===== src/lcd_pkg.sv =====
package lcd_pkg;

  typedef logic [7:0] lcd_byte_t;

  // HD44780 instruction codes
  localparam lcd_byte_t CMD_WAKE     = 8'h30;
  localparam lcd_byte_t CMD_FUNC_SET = 8'h38; // 8-bit bus, 2 lines
  localparam lcd_byte_t CMD_DISP_ON  = 8'h0C; // cursor off
  localparam lcd_byte_t CMD_CLEAR    = 8'h01;
  localparam lcd_byte_t CMD_ENTRY    = 8'h06; // increment, no shift
  localparam lcd_byte_t CMD_SET_ADDR = 8'h80; // or'ed with ddram address

  // display geometry
  localparam logic [4:0] LINE_LEN   = 5'd16;
  localparam logic [6:0] LINE2_ADDR = 7'h40;

  localparam lcd_byte_t CHAR_NEWLINE = 8'h0A;

  // power-on command list
  localparam int unsigned INIT_LEN   = 7;
  localparam int unsigned INIT_WAKES = 3; // leading wake commands, each followed by a gap

  function automatic lcd_byte_t init_cmd(input logic [2:0] step);
    lcd_byte_t cmd;
    case (step)
      3'd0, 3'd1, 3'd2: cmd = CMD_WAKE;
      3'd3: cmd = CMD_FUNC_SET;
      3'd4: cmd = CMD_DISP_ON;
      3'd5: cmd = CMD_CLEAR;
      default: cmd = CMD_ENTRY;
    endcase
    return cmd;
  endfunction

endpackage

===== src/lcd_cmd_if.sv =====
`timescale 1ns/1ps

interface lcd_cmd_if;
  import lcd_pkg::*;

  logic      valid; // held until done
  logic      rs;
  lcd_byte_t data;
  logic      done;  // one-cycle completion pulse

  modport src (
    output valid,
    output rs,
    output data,
    input  done
  );

  modport sink (
    input  valid,
    input  rs,
    input  data,
    output done
  );

endinterface


===== src/lcd_ctrl_top.sv =====
`timescale 1ns/1ps

module lcd_ctrl_top #(
  parameter int unsigned POWER_ON_CYCLES  = 750_000, // 15 ms at 50 MHz
  parameter int unsigned WAKE_GAP_CYCLES  = 205_000, // 4.1 ms
  parameter int unsigned E_CYCLES         = 12,
  parameter int unsigned CMD_WAIT_CYCLES  = 2_000,   // 40 us
  parameter int unsigned LONG_WAIT_CYCLES = 82_000,  // 1.64 ms
  parameter int unsigned FIFO_DEPTH       = 16
) (
  input  logic       clk,
  input  logic       rst,
  input  logic       char_valid,
  input  logic [7:0] char_data,
  output logic       char_credit,
  output logic       ready,
  output logic [7:0] lcd_d,
  output logic       lcd_e,
  output logic       lcd_rw,
  output logic       lcd_rs
);

  lcd_cmd_if init_bus ();
  lcd_cmd_if text_bus ();
  lcd_cmd_if lcd_bus ();

  lcd_init_seq #(
    .POWER_ON_CYCLES(POWER_ON_CYCLES),
    .WAKE_GAP_CYCLES(WAKE_GAP_CYCLES)
  ) lcd_init_seq_i (
    .clk      (clk),
    .rst      (rst),
    .bus      (init_bus.src),
    .init_done(ready)
  );

  lcd_text_writer #(
    .FIFO_DEPTH(FIFO_DEPTH)
  ) lcd_text_writer_i (
    .clk        (clk),
    .rst        (rst),
    .char_valid (char_valid),
    .char_data  (char_data),
    .char_credit(char_credit),
    .bus        (text_bus.src)
  );

  lcd_bus_arbiter lcd_bus_arbiter_i (
    .clk      (clk),
    .rst      (rst),
    .init_done(ready),
    .init_bus (init_bus.sink),
    .text_bus (text_bus.sink),
    .lcd_bus  (lcd_bus.src)
  );

  lcd_bus_driver #(
    .E_CYCLES        (E_CYCLES),
    .CMD_WAIT_CYCLES (CMD_WAIT_CYCLES),
    .LONG_WAIT_CYCLES(LONG_WAIT_CYCLES)
  ) lcd_bus_driver_i (
    .clk   (clk),
    .rst   (rst),
    .bus   (lcd_bus.sink),
    .lcd_d (lcd_d),
    .lcd_e (lcd_e),
    .lcd_rs(lcd_rs),
    .lcd_rw(lcd_rw)
  );

endmodule


===== src/lcd_bus_driver.sv =====
`timescale 1ns/1ps

module lcd_bus_driver #(
  parameter int unsigned E_CYCLES         = 12,
  parameter int unsigned CMD_WAIT_CYCLES  = 2_000,
  parameter int unsigned LONG_WAIT_CYCLES = 82_000
) (
  input  logic               clk,
  input  logic               rst,
  lcd_cmd_if.sink            bus,
  output lcd_pkg::lcd_byte_t lcd_d,
  output logic               lcd_e,
  output logic               lcd_rs,
  output logic               lcd_rw
);
  import lcd_pkg::*;

  localparam int unsigned WAIT_MAX =
    (LONG_WAIT_CYCLES > CMD_WAIT_CYCLES) ? LONG_WAIT_CYCLES : CMD_WAIT_CYCLES;
  localparam int unsigned MAX_CNT = (E_CYCLES > WAIT_MAX) ? E_CYCLES : WAIT_MAX;
  localparam int unsigned CW = $clog2(MAX_CNT + 1);

  typedef enum logic [1:0] {
    ST_IDLE,
    ST_PULSE,
    ST_WAIT
  } state_t;

  state_t        state;
  logic [CW-1:0] cnt;
  logic          is_long;
  logic          long_q;
  logic          done_q;

  // clear and return home need the long execution time
  assign is_long  = !bus.rs && (bus.data == CMD_CLEAR || bus.data == 8'h02);
  assign lcd_rw   = 1'b0; // write only
  assign bus.done = done_q;

  always_ff @(posedge clk) begin
    if (rst) begin
      state  <= ST_IDLE;
      cnt    <= '0;
      long_q <= 1'b0;
      done_q <= 1'b0;
      lcd_d  <= '0;
      lcd_e  <= 1'b0;
      lcd_rs <= 1'b0;
    end else begin
      done_q <= 1'b0;
      case (state)
        ST_IDLE: begin
          if (bus.valid && !done_q) begin // source updates after done
            lcd_d  <= bus.data;
            lcd_rs <= bus.rs;
            lcd_e  <= 1'b1;
            long_q <= is_long;
            cnt    <= CW'(E_CYCLES - 1);
            state  <= ST_PULSE;
          end
        end
        ST_PULSE: begin
          if (cnt == '0) begin
            lcd_e <= 1'b0;
            cnt   <= long_q ? CW'(LONG_WAIT_CYCLES - 1) : CW'(CMD_WAIT_CYCLES - 1);
            state <= ST_WAIT;
          end else begin
            cnt <= cnt - 1'b1;
          end
        end
        default: begin
          if (cnt == '0) begin
            done_q <= 1'b1;
            state  <= ST_IDLE;
          end else begin
            cnt <= cnt - 1'b1;
          end
        end
      endcase
    end
  end

endmodule


===== src/lcd_bus_arbiter.sv =====
`timescale 1ns/1ps

module lcd_bus_arbiter (
  input  logic    clk,
  input  logic    rst,
  input  logic    init_done,
  lcd_cmd_if.sink init_bus,
  lcd_cmd_if.sink text_bus,
  lcd_cmd_if.src  lcd_bus
);

  logic locked;
  logic owner_text;
  logic sel_text;
  logic use_text;

  // init has priority, text waits for init_done
  assign sel_text = init_done && text_bus.valid && !init_bus.valid;
  assign use_text = locked ? owner_text : sel_text;

  assign lcd_bus.valid = use_text ? text_bus.valid : init_bus.valid;
  assign lcd_bus.rs    = use_text ? text_bus.rs    : init_bus.rs;
  assign lcd_bus.data  = use_text ? text_bus.data  : init_bus.data;

  // completion only to the owner
  assign init_bus.done = lcd_bus.done && !owner_text;
  assign text_bus.done = lcd_bus.done && owner_text;

  always_ff @(posedge clk) begin
    if (rst) begin
      locked     <= 1'b0;
      owner_text <= 1'b0;
    end else if (locked) begin
      if (lcd_bus.done) begin
        locked <= 1'b0;
      end
    end else if (lcd_bus.valid) begin
      locked     <= 1'b1; // driver takes it this edge
      owner_text <= sel_text;
    end
  end

endmodule


===== src/lcd_text_writer.sv =====
`timescale 1ns/1ps

module lcd_text_writer #(
  parameter int unsigned FIFO_DEPTH = 16
) (
  input  logic               clk,
  input  logic               rst,
  input  logic               char_valid,
  input  lcd_pkg::lcd_byte_t char_data,
  output logic               char_credit,
  lcd_cmd_if.src             bus
);
  import lcd_pkg::*;

  localparam int unsigned AW = $clog2(FIFO_DEPTH);

  typedef enum logic [1:0] {
    ST_IDLE,
    ST_CHAR,
    ST_ADDR
  } state_t;

  lcd_byte_t   mem [FIFO_DEPTH];
  logic [AW:0] wr_ptr;
  logic [AW:0] rd_ptr;
  logic        full;
  logic        empty;
  logic        push;
  logic        pop;
  lcd_byte_t   head;

  state_t      state;
  logic        line; // 0 top, 1 bottom
  logic [4:0]  col;
  logic [4:0]  col_next;
  lcd_byte_t   jump_addr;
  logic        out_rs;
  lcd_byte_t   out_data;

  assign empty = (wr_ptr == rd_ptr);
  assign full  = (wr_ptr[AW] != rd_ptr[AW]) && (wr_ptr[AW-1:0] == rd_ptr[AW-1:0]);
  assign push  = char_valid && !full; // push beyond credit is dropped
  assign pop   = (state == ST_IDLE) && !empty;
  assign head  = mem[rd_ptr[AW-1:0]];

  assign col_next  = col + 5'd1;
  assign jump_addr = line ? CMD_SET_ADDR : (CMD_SET_ADDR | {1'b0, LINE2_ADDR}); // other line

  assign bus.valid = (state != ST_IDLE);
  assign bus.rs    = out_rs;
  assign bus.data  = out_data;

  always_ff @(posedge clk) begin
    if (push) begin
      mem[wr_ptr[AW-1:0]] <= char_data;
    end
  end

  always_ff @(posedge clk) begin
    if (rst) begin
      wr_ptr      <= '0;
      rd_ptr      <= '0;
      char_credit <= 1'b0;
    end else begin
      if (push) begin
        wr_ptr <= wr_ptr + 1'b1;
      end
      if (pop) begin
        rd_ptr <= rd_ptr + 1'b1;
      end
      char_credit <= pop; // slot freed
    end
  end

  // transfer payload
  always_ff @(posedge clk) begin
    if (pop) begin
      out_rs   <= (head != CHAR_NEWLINE);
      out_data <= (head == CHAR_NEWLINE) ? jump_addr : head;
    end else if (state == ST_CHAR && bus.done && col_next == LINE_LEN) begin
      out_rs   <= 1'b0;
      out_data <= jump_addr;
    end
  end

  always_ff @(posedge clk) begin
    if (rst) begin
      state <= ST_IDLE;
      line  <= 1'b0;
      col   <= '0;
    end else begin
      case (state)
        ST_IDLE: begin
          if (pop) begin
            state <= (head == CHAR_NEWLINE) ? ST_ADDR : ST_CHAR;
          end
        end
        ST_CHAR: begin
          if (bus.done) begin
            if (col_next == LINE_LEN) begin
              state <= ST_ADDR; // line full, wrap
            end else begin
              col   <= col_next;
              state <= ST_IDLE;
            end
          end
        end
        default: begin
          if (bus.done) begin
            line  <= ~line;
            col   <= '0;
            state <= ST_IDLE;
          end
        end
      endcase
    end
  end

endmodule


===== src/lcd_init_seq.sv =====
`timescale 1ns/1ps

module lcd_init_seq #(
  parameter int unsigned POWER_ON_CYCLES = 750_000,
  parameter int unsigned WAKE_GAP_CYCLES = 205_000
) (
  input  logic   clk,
  input  logic   rst,
  lcd_cmd_if.src bus,
  output logic   init_done
);
  import lcd_pkg::*;

  localparam int unsigned MAX_CNT =
    (POWER_ON_CYCLES > WAKE_GAP_CYCLES) ? POWER_ON_CYCLES : WAKE_GAP_CYCLES;
  localparam int unsigned CW = $clog2(MAX_CNT + 1);

  typedef enum logic [1:0] {
    ST_POWER,
    ST_REQ,
    ST_GAP,
    ST_DONE
  } state_t;

  state_t        state;
  logic [CW-1:0] cnt;
  logic [2:0]    step;

  // init commands are always instructions
  assign bus.valid = (state == ST_REQ);
  assign bus.rs    = 1'b0;
  assign bus.data  = init_cmd(step);

  always_ff @(posedge clk) begin
    if (rst) begin
      state     <= ST_POWER;
      cnt       <= CW'(POWER_ON_CYCLES - 1);
      step      <= '0;
      init_done <= 1'b0;
    end else begin
      case (state)
        ST_POWER, ST_GAP: begin
          if (cnt == '0) begin
            state <= ST_REQ;
          end else begin
            cnt <= cnt - 1'b1;
          end
        end
        ST_REQ: begin
          if (bus.done) begin
            if (step == 3'(INIT_LEN - 1)) begin
              state     <= ST_DONE;
              init_done <= 1'b1; // entry mode finished
            end else begin
              step <= step + 3'd1;
              if (step < 3'(INIT_WAKES)) begin // wake needs idle gap
                state <= ST_GAP;
                cnt   <= CW'(WAKE_GAP_CYCLES - 1);
              end
            end
          end
        end
        default: begin
          state <= ST_DONE;
        end
      endcase
    end
  end

endmodule


===== config.mk =====
export PLATFORM = sky130hd
export DESIGN_NAME = lcd_ctrl_top
export DESIGN_NICKNAME = d
export VERILOG_FILES = /design/src/lcd_pkg.sv /design/src/lcd_cmd_if.sv /design/src/lcd_ctrl_top.sv /design/src/lcd_bus_driver.sv /design/src/lcd_bus_arbiter.sv /design/src/lcd_text_writer.sv /design/src/lcd_init_seq.sv
export SDC_FILE = /design/constraint.sdc
export NUM_CORES = 1
export LEC_CHECK = 0
export ABC_AREA = 1
export BUFFER_PORTS_ARGS = -buffer_cell sky130_fd_sc_hd__buf_2
export CAP_MARGIN = 15
export CORE_ASPECT_RATIO = 2
export CORE_MARGIN = 2
export CORE_UTILIZATION = 47
export CTS_CLUSTER_DIAMETER = 80
export CTS_CLUSTER_SIZE = 20
export DETAILED_ROUTE_END_ITERATION = 10
export HOLD_SLACK_MARGIN = 0.06
export MAX_ROUTING_LAYER = met4
export PLACE_DENSITY = 0.63
export SLEW_MARGIN = 20
export SYNTH_ARGS = -nofsm -noshare
export SYNTH_HDL_FRONTEND = slang
export SYNTH_SLANG_ARGS = --single-unit
export TNS_END_PERCENT = 1

===== constraint.sdc =====
create_clock -name clk -period 2.1 [get_ports clk]
set_input_delay 0.42 -clock clk [delete_from_list [all_inputs] [get_ports clk]]
set_output_delay 0.42 -clock clk [all_outputs]
set_load 0.005 [all_outputs]

# == After elaboration in Yosys (flattened, before gate mapping) ==
# Memories as Yosys holds them, arrays and structs flattened. A register that Yosys moved wholly into a read port is not among the register bits.
# Index checks and enable logic that the tools add are counted.
# word_totals
regBits,87
ram_bits,128
word_cells,161
memories,1
# op_classes
addsub,6
magnitude_cmp,1
n_eq_ne,30
n_mux,51
n_bitwise,5
n_reduce_logical,46
# mem_list
name,words,word_bits,read_ports,rd_clocked_by_memory_dff,wr,line_no,rtl
lcd_text_writer_i.mem,16,8,1,1,1,lcd_text_writer.sv:23,lcd_byte_t mem [FIFO_DEPTH];
# op_table
cell,count
2-to-1 mux 20 bit,4
2-to-1 mux 17 bit,4
one-hot mux 20 bit (2 select lines),1
one-hot mux 17 bit (2 select lines),1
2-to-1 mux 8 bit,4
2-to-1 mux 2 bit,12
one-hot mux 6 bit (4 select lines),1
AND reduction 3 bit,7
zero test 20 bit,1
subtractor 20 x 1 -> 20 bit (second input constant),1
zero test 17 bit,1
subtractor 17 x 1 -> 17 bit (second input constant),1
adder 5 x 1 -> 5 bit (second input constant),3
2-to-1 mux 5 bit,3
2-to-1 mux 1 bit,13
one-hot mux 2 bit (2 select lines),3
nonzero test 2 bit,6
logical AND 1 bit,11
!= test 2 x 1 -> 1 bit (second input constant),5
!= test 2 bit (second input constant),5
one-hot mux 5 bit (2 select lines),1
== test 3 bit (second input constant),3
== test 8 x 1 -> 1 bit (second input constant),1
== test 8 x 2 -> 1 bit (second input constant),1
25 further kinds,46

# == Depth between registers and ports, before layout ==
# Gate-level depths: netlist (run 1).
# depth
word_depth,8
mapped_depth,16
mapped_depth_nobuf,15

# == Cells and area by module ==
# A second synthesis (run 1) with hierarchy kept.
# hier_totals
hier_cells,1253
hier_area_um2,10756.6
# modules_own_cells
module,instances,cells_each,area_per_inst_um2
lcd_text_writer,1,672,6925.4
lcd_bus_driver,1,289,1898.1
lcd_init_seq,1,262,1672.9
lcd_bus_arbiter,1,30,260.2

# == Least setup slack after synthesis (run 1) ==
# Ideal clock, no wire load.
# synth_timing
kind,reg2reg
startpoint,register lcd_text_writer_i.col[0]
endpoint,register lcd_text_writer_i.out_data[0] (netlist: lcd_text_writer_i.bus.data[0]) (enable)
arrival_time_ns,1.715
t_required_ns,1.713
slack_ns,-0.003
stages_incl_launch_ff,7
path_buffers,0
period_less_slack_ns,2.103
cell_sequence,dfxtp_1 -> ha_1 -> nand3_1 -> xor2_1 -> nor2_1 -> nand4_1 -> o21ai_0
# synth_via
elab_chain_cells,4
# synth_rtl
item,line_no,rtl
start: declaration,lcd_text_writer.sv:34,logic [4:0] col;
start signal: assignment,lcd_text_writer.sv:103,col <= col_next;
adder 5 x 1 -> 5 bit,lcd_text_writer.sv:46,assign col_next = col + 5'd1;
== test 5 bit,lcd_text_writer.sv:80,end else if (state == ST_CHAR && bus.done && col_next == LINE_LEN) begin
logical AND 1 bit,lcd_text_writer.sv:80,
nonzero test 2 bit (no line),n/a,
end signal: assignment,lcd_text_writer.sv:79,out_data <= (head == CHAR_NEWLINE) ? jump_addr : head;
end signal: assignment,lcd_text_writer.sv:82,out_data <= jump_addr;
end: declaration,lcd_text_writer.sv:38,lcd_byte_t out_data;
# No other way between the ends.
# A chain may end at the register's enable or synchronous reset.

# == Final worst setup path (run 1) ==
# layout_timing
startpoint,register lcd_text_writer_i.rd_ptr[1]
endpoint,memory lcd_text_writer_i.mem[1][4] (netlist name) (enable)
# layout_via
elab_chain_cells,6
# layout_rtl
item,line_no,rtl
start: declaration,lcd_text_writer.sv:25,logic [AW:0] rd_ptr;
start signal: assignment,lcd_text_writer.sv:69,rd_ptr <= rd_ptr + 1'b1;
== test 4 bit,lcd_text_writer.sv:41,assign full = (wr_ptr[AW] != rd_ptr[AW]) && (wr_ptr[AW-1:0] == rd_ptr[AW-1:0]);
logical AND 1 bit,lcd_text_writer.sv:41,
zero test 1 bit,lcd_text_writer.sv:42,assign push = char_valid && !full;
logical AND 1 bit,lcd_text_writer.sv:42,
2-to-1 mux 1 bit,lcd_text_writer.sv:54,if (push) begin
2-to-1 mux 1 bit (implied by the code),lcd_text_writer.sv:55,mem[wr_ptr[AW-1:0]] <= char_data;
end: declaration,lcd_text_writer.sv:23,
# No other way between the ends.

==> results.sh, run 1 <==
export IMPL_status="complete, no violations"
export IMPL_rsz0062_at_grt="yes"
export IMPL_drive_gt1_frac=0.1203
export IMPL_syn_inst=1141
export IMPL_pin_count=24
export IMPL_syn_nets=1168
export IMPL_yosysTopAreaCellShare=0.4080
export IMPL_path_clk_slew_ns=0.09
export IMPL_drc=0
export IMPL_clock_sinks=219
export IMPL_ys_seq_area_frac=0.5708
export IMPL_cts_tree="built"
export IMPL_min_path_cells=3
export IMPL_post_drt_via_cell_ratio=5.214
export IMPL_fin_area_um2=11260
export IMPL_num_antenna_cells=0
export IMPL_core_area_um2=21020
export IMPL_die_area_um2=22710
export IMPL_endpoint_kind="flip-flop"
export IMPL_htree_levels=1
export IMPL_power_density_nw_per_um2=918.3
export IMPL_die_h_um=211.1
export IMPL_cts_setup_buffers=0
export IMPL_grt_pass1_wl_um=39670
export IMPL_grt_max_degree=49
export IMPL_synth_edf_count=137
export IMPL_hold_path_startpoint="rst"
export IMPL_cts_root_buf="clkbuf_16"
export IMPL_layout_min_cycle_time_ns=2.048
export IMPL_slew_headroom=0.4586
export IMPL_cp_arrival_ns=2.15
export IMPL_overflow=0
export IMPL_crit_top_cell="nand2_1"
export IMPL_synth_most_common_cell="nand2_1"
export IMPL_die_w_um=107.6
export IMPL_path_cells="xor2_1 > nor4_1 > nand2_1 > nand2_1 > inv_1 > nand2_1 > nor2_1"
export IMPL_ys_top_cells_by_count="nand2_1, edfxtp_1, inv_1"
export IMPL_use_met3=0.01820
export IMPL_slew_viol_final=0
export IMPL_cts_made_buffers=14
export IMPL_path_max_fanout=8
export IMPL_portBuffers=22
export IMPL_grt_usage=0.2352
export IMPL_cp_slowest_cell="nor2_1"
export IMPL_drtAntennaViolNets=0
export IMPL_synth_seq_cells=219
export IMPL_num_rows=75
export IMPL_grt_pass1_vias=7812
export IMPL_yosysUniqueCellTypes=45
export IMPL_cp_start_kind="flip-flop"
export IMPL_fill_cells=1961
export IMPL_grt_use_met2=0.4732
export IMPL_r2r_end="lcd_text_writer_i.mem[1][4]"
export IMPL_gr_usage_met1=0.2114
export IMPL_setup_viol=0
export IMPL_cpLargestDelayFamily="simple AND/OR/NAND/NOR gates"
export IMPL_crit_type="flip-flop to flip-flop"
export IMPL_synth_main_ff_cell="edfxtp_1"
export IMPL_r2r_start="lcd_text_writer_i.rd_ptr[1]"
export IMPL_synth_warnings=0
export IMPL_insertion_delay_ns=0.48
export IMPL_hold_end="lcd_text_writer_i.col[2]"
export IMPL_placed_cell_area_um2=10770
export IMPL_r2r_cells=7
export IMPL_cpPeakStageDelay_ns=0.64
export IMPL_gp_congestion=0.9224
export IMPL_drt_iter0_drc=409
export IMPL_finalNonFillerCells=1474
export IMPL_busiest_layer="met2"
export IMPL_antenna_found_initial=0
export IMPL_hold_path_class="primary input to flip-flop"
export IMPL_clockBufferDepth=3
export IMPL_cp_data_required_time_ns=2.20
export IMPL_syn_area_per_cell_um2=8.837
export IMPL_fmax_mhz=488.2
export IMPL_path_buf_inv=1
export IMPL_worst_slew_pin_slew_ns=0.8092
export IMPL_yosys_area_top_type="edfxtp_1"
export IMPL_final_period_utilization=0.9755
export IMPL_syn_area_um2=10080
export IMPL_post_place_cells=1450
export IMPL_vias=7686
export IMPL_fin_nets=1224
export IMPL_area_delta_synth_final_pct=11.71
export IMPL_synthTopCellsByArea="edfxtp_1, dfxtp_1, nand2_1"
export IMPL_drtPass1Iterations=6
export IMPL_skew_ns=0.01222
export IMPL_wl_um=25220
export IMPL_routedWlPerCell_um=17.11
export IMPL_p_leak_nw=4.705
export IMPL_drv_cap=0
export IMPL_ff2ff_setup_slack_ns=0.05
export IMPL_hold_viol=0
export IMPL_async_flop_share=0
export IMPL_place_hpwl_um=18270
export IMPL_ir_drop_uv=774.8
export IMPL_initial_core_util=0.4797
through the flow:
stage / hold slack [ns] / power (mW) / util / TNS, ns / setup slack (ns)
2_1_floorplan: 0.4364 / 6.696 / - / 0 / 0.2383
3_3_place_gp: 0.4459 / 7.651 / 0.5124 / -0.06896 / -0.01813
3_5_place_dp: 0.4539 / 7.658 / 0.5124 / -0.3449 / -0.03574
4_1_cts: 0.3470 / 10.37 / 0.5326 / -0.0008393 / -0.0008393
5_1_grt: 0.3524 / 10.90 / 0.5359 / -2.427 / -0.09476
6_report: 0.3547 / 10.34 / 0.5359 / 0 / 0.05154
routing by layer:
| layer | wire (um) | vias to the layer above |
|---|---|---|
| met3 | 705 | 78 |
| met2 | 14810 | 174 |
| li1 | - | 3843 |
| met1 | 8397 | 3591 |
| met5 | 0 | - |
| met4 | 1306 | 0 |
state kept, by name (all words and copies together), names as in the netlist, 2 cells and up, named ones only:
name,cells
lcd_text_writer_i.mem,128
lcd_init_seq_i.cnt,20
lcd_bus_driver_i.cnt,17
lcd_bus_driver_i.lcd_d,8
lcd_text_writer_i.bus.data,8
lcd_text_writer_i.col,5
lcd_text_writer_i.rd_ptr,5
lcd_text_writer_i.wr_ptr,5
lcd_init_seq_i.step,3
lcd_bus_driver_i.state,2
lcd_init_seq_i.state,2
lcd_text_writer_i.state,2
cells in the final DEF, fill, tap and decap left out, types with 3 or more instances in the layout:
cell type	Yosys	final
o211ai_1	4	4
xor2_1	15	15
nor2_2	4	15
nor2_1	117	105
inv_1	130	128
nor3b_1	3	3
buf_4	6	49
clkbuf_1	11	9
edfxtp_1	137	137
o21ai_0	63	61
dfxtp_1	82	80
nand4_1	10	10
nand2_1	290	289
a21oi_1	55	54
xnor2_1	4	4
nor2_4	2	3
nand3_1	100	98
inv_2	10	10
nand2_2	5	5
ha_1	16	16
clkbuf_16	0	15
nor3_1	13	13
buf_12	0	4
nand2_4	4	5
buf_2	11	22
nand3_2	2	4
o21ai_1	14	15
timing repair:
item / 4_1_cts / 5_1_grt
resized for setup: 4 / 27
endpoints found under the setup margin: 13 / 118
pin swaps: 0 / 2
hold buffers: 0 / 0
area by class of cell:
type	instances	area, um2	share of cell area
well taps	269	336.6	0.02988
clock buffers	24	409.1	0.03632
multi-input cells	746	3656	0.3246
repair buffers	76	569.3	0.05054
flip-flops and latches	219	5763	0.5116
inverters	140	530.5	0.04710
tightest hold or removal path, stage by stage:
cell and delay (ns):
buf_2 0.13, buf_4 0.19, a21oi_1 0.05
cells by family (layout without fill, tap and decap cells):
kind of cell	count (synthesis)	count (layout)	synth area share
flops	219	219	0.5708
other cells	1	1	0.0003719
compound gates	149	149	0.07979
fa+ha+maj	16	16	0.01985
buf+inv	176	240	0.07358
simple gates	561	561	0.2391
xor+xnor	19	19	0.01650
how the worst max path moves through the flow:
stage	start	end	slack (ns)	cells after the start
6_report	lcd_text_writer_i.rd_ptr[1]	lcd_text_writer_i.mem[1][4]	0.05	7
5_1_grt	lcd_text_writer_i.rd_ptr[1]	lcd_text_writer_i.mem[9][3]	-0.09	7
4_1_cts	lcd_init_seq_i.step[0]	lcd_init_seq_i.cnt[18]	-0.0008	13
3_5_place_dp	lcd_text_writer_i.col[1]	lcd_text_writer_i.bus.data[4]	-0.04	6
3_3_place_gp	flip-flop	lcd_text_writer_i.bus.data[0]	-0.02	14
2_1_floorplan	lcd_text_writer_i.col[0]	lcd_text_writer_i.bus.data[0]	0.24	6
report_power, final:
group          switching [mW]  leakage [nW]  internal [mW]  total (mW)
combinational            1.85          2.60          0.863        2.71
clock                    1.38         0.195           1.34        2.72
sequential             0.0902          1.91           4.82        4.91
total                    3.32          4.71           7.02        10.3
No activity file was read; power rests on OpenSTA's default activity.
==> inputs of run 2 (changes only) <==
ABC_AREA = not set   (was 1)
CORE_ASPECT_RATIO = 1.75   (was 2)
==> results.sh, run 2 <==
export IMPL_status="finished, violations left"
export IMPL_failed_checks="setup timing"
export IMPL_slew_viol_final=0
export IMPL_grt_usage=0.2129
export IMPL_finalNonFillerCells=1122
export IMPL_yosysUniqueCellTypes=70
export IMPL_power_frac_comb=0.359
export IMPL_synthTopCellsByArea="edfxtp_1, dfxtp_1, mux4_2"
export IMPL_switching_power_mw=3.986
export IMPL_htree_levels=1
export IMPL_crit_type="flip-flop to flip-flop"
export IMPL_gp_congestion=0.9514
export IMPL_cts_root_buf="clkbuf_16"
export IMPL_synth_seq_cells=219
export IMPL_path_clk_slew_ns=0.08
export IMPL_hold_viol=0
export IMPL_fin_area_um2=11320
export IMPL_cpPeakStageDelay_ns=0.52
export IMPL_antenna_found_initial=0
export IMPL_pin_count=24
export IMPL_synth_edf_count=137
export IMPL_grt_use_met2=0.4158
export IMPL_core_area_um2=19740
export IMPL_path_max_fanout=8
export IMPL_tns_ns=-1.569
export IMPL_ys_seq_area_frac=0.6063
export IMPL_portBuffers=22
export IMPL_yosysTopAreaCellShare=0.4334
export IMPL_post_place_cells=1094
export IMPL_cp_data_required_time_ns=2.34
export IMPL_drtAntennaViolNets=0
export IMPL_fin_nets=897
export IMPL_ys_top_cells_by_count="edfxtp_1, dfxtp_1, nor2_1"
export IMPL_syn_inst=761
export IMPL_async_flop_share=0
export IMPL_largest_reg_flops=128
export IMPL_cpLargestDelayFamily="multiplexers"
export IMPL_swShare=0.3181
export IMPL_finalHoldWorstSlack_ns=0.2738
export IMPL_grt_max_degree=29
export IMPL_ir_drop_uv=830.3
export IMPL_hold_path_class="primary input to flip-flop"
export IMPL_fin_ws_ns=-0.2498
export IMPL_seqPwrFrac=0.422
export IMPL_syn_area_um2=9493
export IMPL_rsz0062_at_grt="yes"
export IMPL_final_period_utilization=1.119
export IMPL_path_buf_inv=3
export IMPL_hold_path_startpoint="rst"
export IMPL_post_drt_via_cell_ratio=5.758
export IMPL_wl_um=22320
export IMPL_drv_cap=0
export IMPL_setup_viol=8
export IMPL_drtPass1Iterations=5
export IMPL_yosys_area_top_type="edfxtp_1"
export IMPL_regArea_um2=5762
export IMPL_cp_slowest_cell="mux4_2"
export IMPL_drt_iter0_drc=378
export IMPL_placed_cell_area_um2=10540
export IMPL_routedWlPerCell_um=19.89
export IMPL_layout_commonest_cell="edfxtp_1"
export IMPL_layout_common_cells="edfxtp_1, buf_4, dfxtp_1, nor2_1, nand2_1"
export IMPL_cts_made_buffers=14
export IMPL_vias=6461
export IMPL_intPower_mw=8.545
export IMPL_drive_gt1_frac=0.2771
export IMPL_synth_most_common_cell="edfxtp_1"
export IMPL_clock_sinks=219
export IMPL_place_hpwl_um=16010
export IMPL_syn_area_per_cell_um2=12.47
export IMPL_die_h_um=192.0
export IMPL_die_area_um2=21400
export IMPL_p_leak_nw=3.933
export IMPL_overflow=0
export IMPL_layout_min_cycle_time_ns=2.350
export IMPL_cp_start_kind="flip-flop"
export IMPL_num_antenna_cells=0
export IMPL_endpoint_kind="flip-flop"
export IMPL_cp_arrival_ns=2.59
export IMPL_use_met3=0.01988
export IMPL_grt_pass1_wl_um=34990
export IMPL_path_cells="buf_16 > buf_4 > mux4_2 > a22oi_2 > nand2_1 > nor4_2 > a21o_2 > inv_2"
export IMPL_fill_cells=1579
export IMPL_die_w_um=111.4
export IMPL_area_delta_synth_final_pct=19.20
export IMPL_insertion_delay_ns=0.48
export IMPL_skew_ns=0.01286
export IMPL_postCtsHoldBufs=0
export IMPL_cts_tree="built"
export IMPL_drc=0
export IMPL_synth_main_ff_cell="edfxtp_1"
export IMPL_num_rows=68
export IMPL_total_power_mw=12.53
export IMPL_clkPwrFrac=0.220
export IMPL_gr_usage_met1=0.2190
export IMPL_fmax_mhz=425.6
export IMPL_clockBufferDepth=3
export IMPL_power_density_nw_per_um2=1107
export IMPL_synth_warnings=0
export IMPL_slew_headroom=0.4153
export IMPL_syn_nets=788
export IMPL_worst_slew_pin_slew_ns=0.8752
export IMPL_grt_pass1_vias=6693
export IMPL_busiest_layer="met2"
export IMPL_multi_input_area_um2=3805
export IMPL_initial_core_util=0.4809
## run 2: cell types whose count changed in the layout (fill, tap and decap cells not counted), moves of 40 or more
| cell | change |
|---|---|
| nand2_1 | -229 |
| inv_1 | -114 |
| nand3_1 | -70 |
| buf_4 | +47 |
| nor2_1 | -44 |
| o21ai_0 | -40 |
## run 2: cell families after synthesis
| logic type | Yosys count | share of synthesized area |
|---|---|---|
| and+or+nand+nor | 262 | 0.1376 |
| adders and majority gates | 16 | 0.02109 |
| other | 1 | 0.0003950 |
| DFF | 219 | 0.6063 |
| buffers and inverters | 49 | 0.02372 |
| xor gates and xnor gates | 34 | 0.03137 |
| muxes | 34 | 0.07803 |
| AOI/OAI and AO/OA | 146 | 0.1015 |
## run 2: layout make-up
class / instances / area share
sequential: 219 / 0.5092
multi-input combinational: 493 / 0.3362
timing repair buffer: 126 / 0.08514
clock buffer: 22 / 0.03549
tap: 245 / 0.02709
inverter: 16 / 0.005307
clock inverter: 1 / 0.001548
## run 2: power groups by stage
stage / Combinational (mW) / Sequential [mW] / Clock [mW]
5_1_grt: 4.89 / 5.32 / 2.96
3_5_place_dp: 4.18 / 5.34 / 0
3_3_place_gp: 4.07 / 5.32 / 0
4_1_cts: 4.34 / 5.26 / 2.82
6_report: 4.49 / 5.29 / 2.75
2_1_floorplan: 2.53 / 5.27 / 0
## run 2: final timing paths
| check | endpoint | slack [ns] | depth (start not counted) |
|---|---|---|---|
| worst max-delay path | lcd_text_writer_i.bus.rs | -0.25 | 8 |
| worst min-delay path | lcd_init_seq_i.init_done | 0.27 | 2 |
| worst max register to register | lcd_text_writer_i.bus.rs | -0.25 | 8 |
| worst min register to register | lcd_bus_driver_i.lcd_d[5] | 0.45 | 2 |
## run 2: metal layers
| layer | wire length [um] | part of all wire |
|---|---|---|
| met1 | 8267 | 0.37 |
| met2 | 12690 | 0.57 |
| met3 | 653 | 0.029 |
| met4 | 705 | 0.032 |
| met5 | 0 | 0 |
## run 2: through the flow
step             util  setup WS, ns
6_report       0.5733       -0.2498
2_1_floorplan       -       -0.1425
4_1_cts        0.5634       -0.2725
3_5_place_dp   0.5338       -0.2769
5_1_grt        0.5733       -0.3284
3_3_place_gp   0.5338       -0.2318
## run 2: worst reg2reg max path: stages (launching register included)
cell	delay [ns]
dfxtp_4	0.43
buf_16	0.16
buf_4	0.14
mux4_2	0.52
a22oi_2	0.19
nand2_1	0.10
nor4_2	0.33
a21o_2	0.22
inv_2	0.05
## run 2: timing repair
| action | CTS | global route |
|---|---|---|
| gates resized for setup | 33 | 42 |
| hold endpoints to repair | 0 | 0 |
| pin swaps | 6 | 11 |
| buffers inserted | 3 | 1 |
| gates cloned | 1 | 0 |
| endpoints found under the setup margin | 138 | 167 |
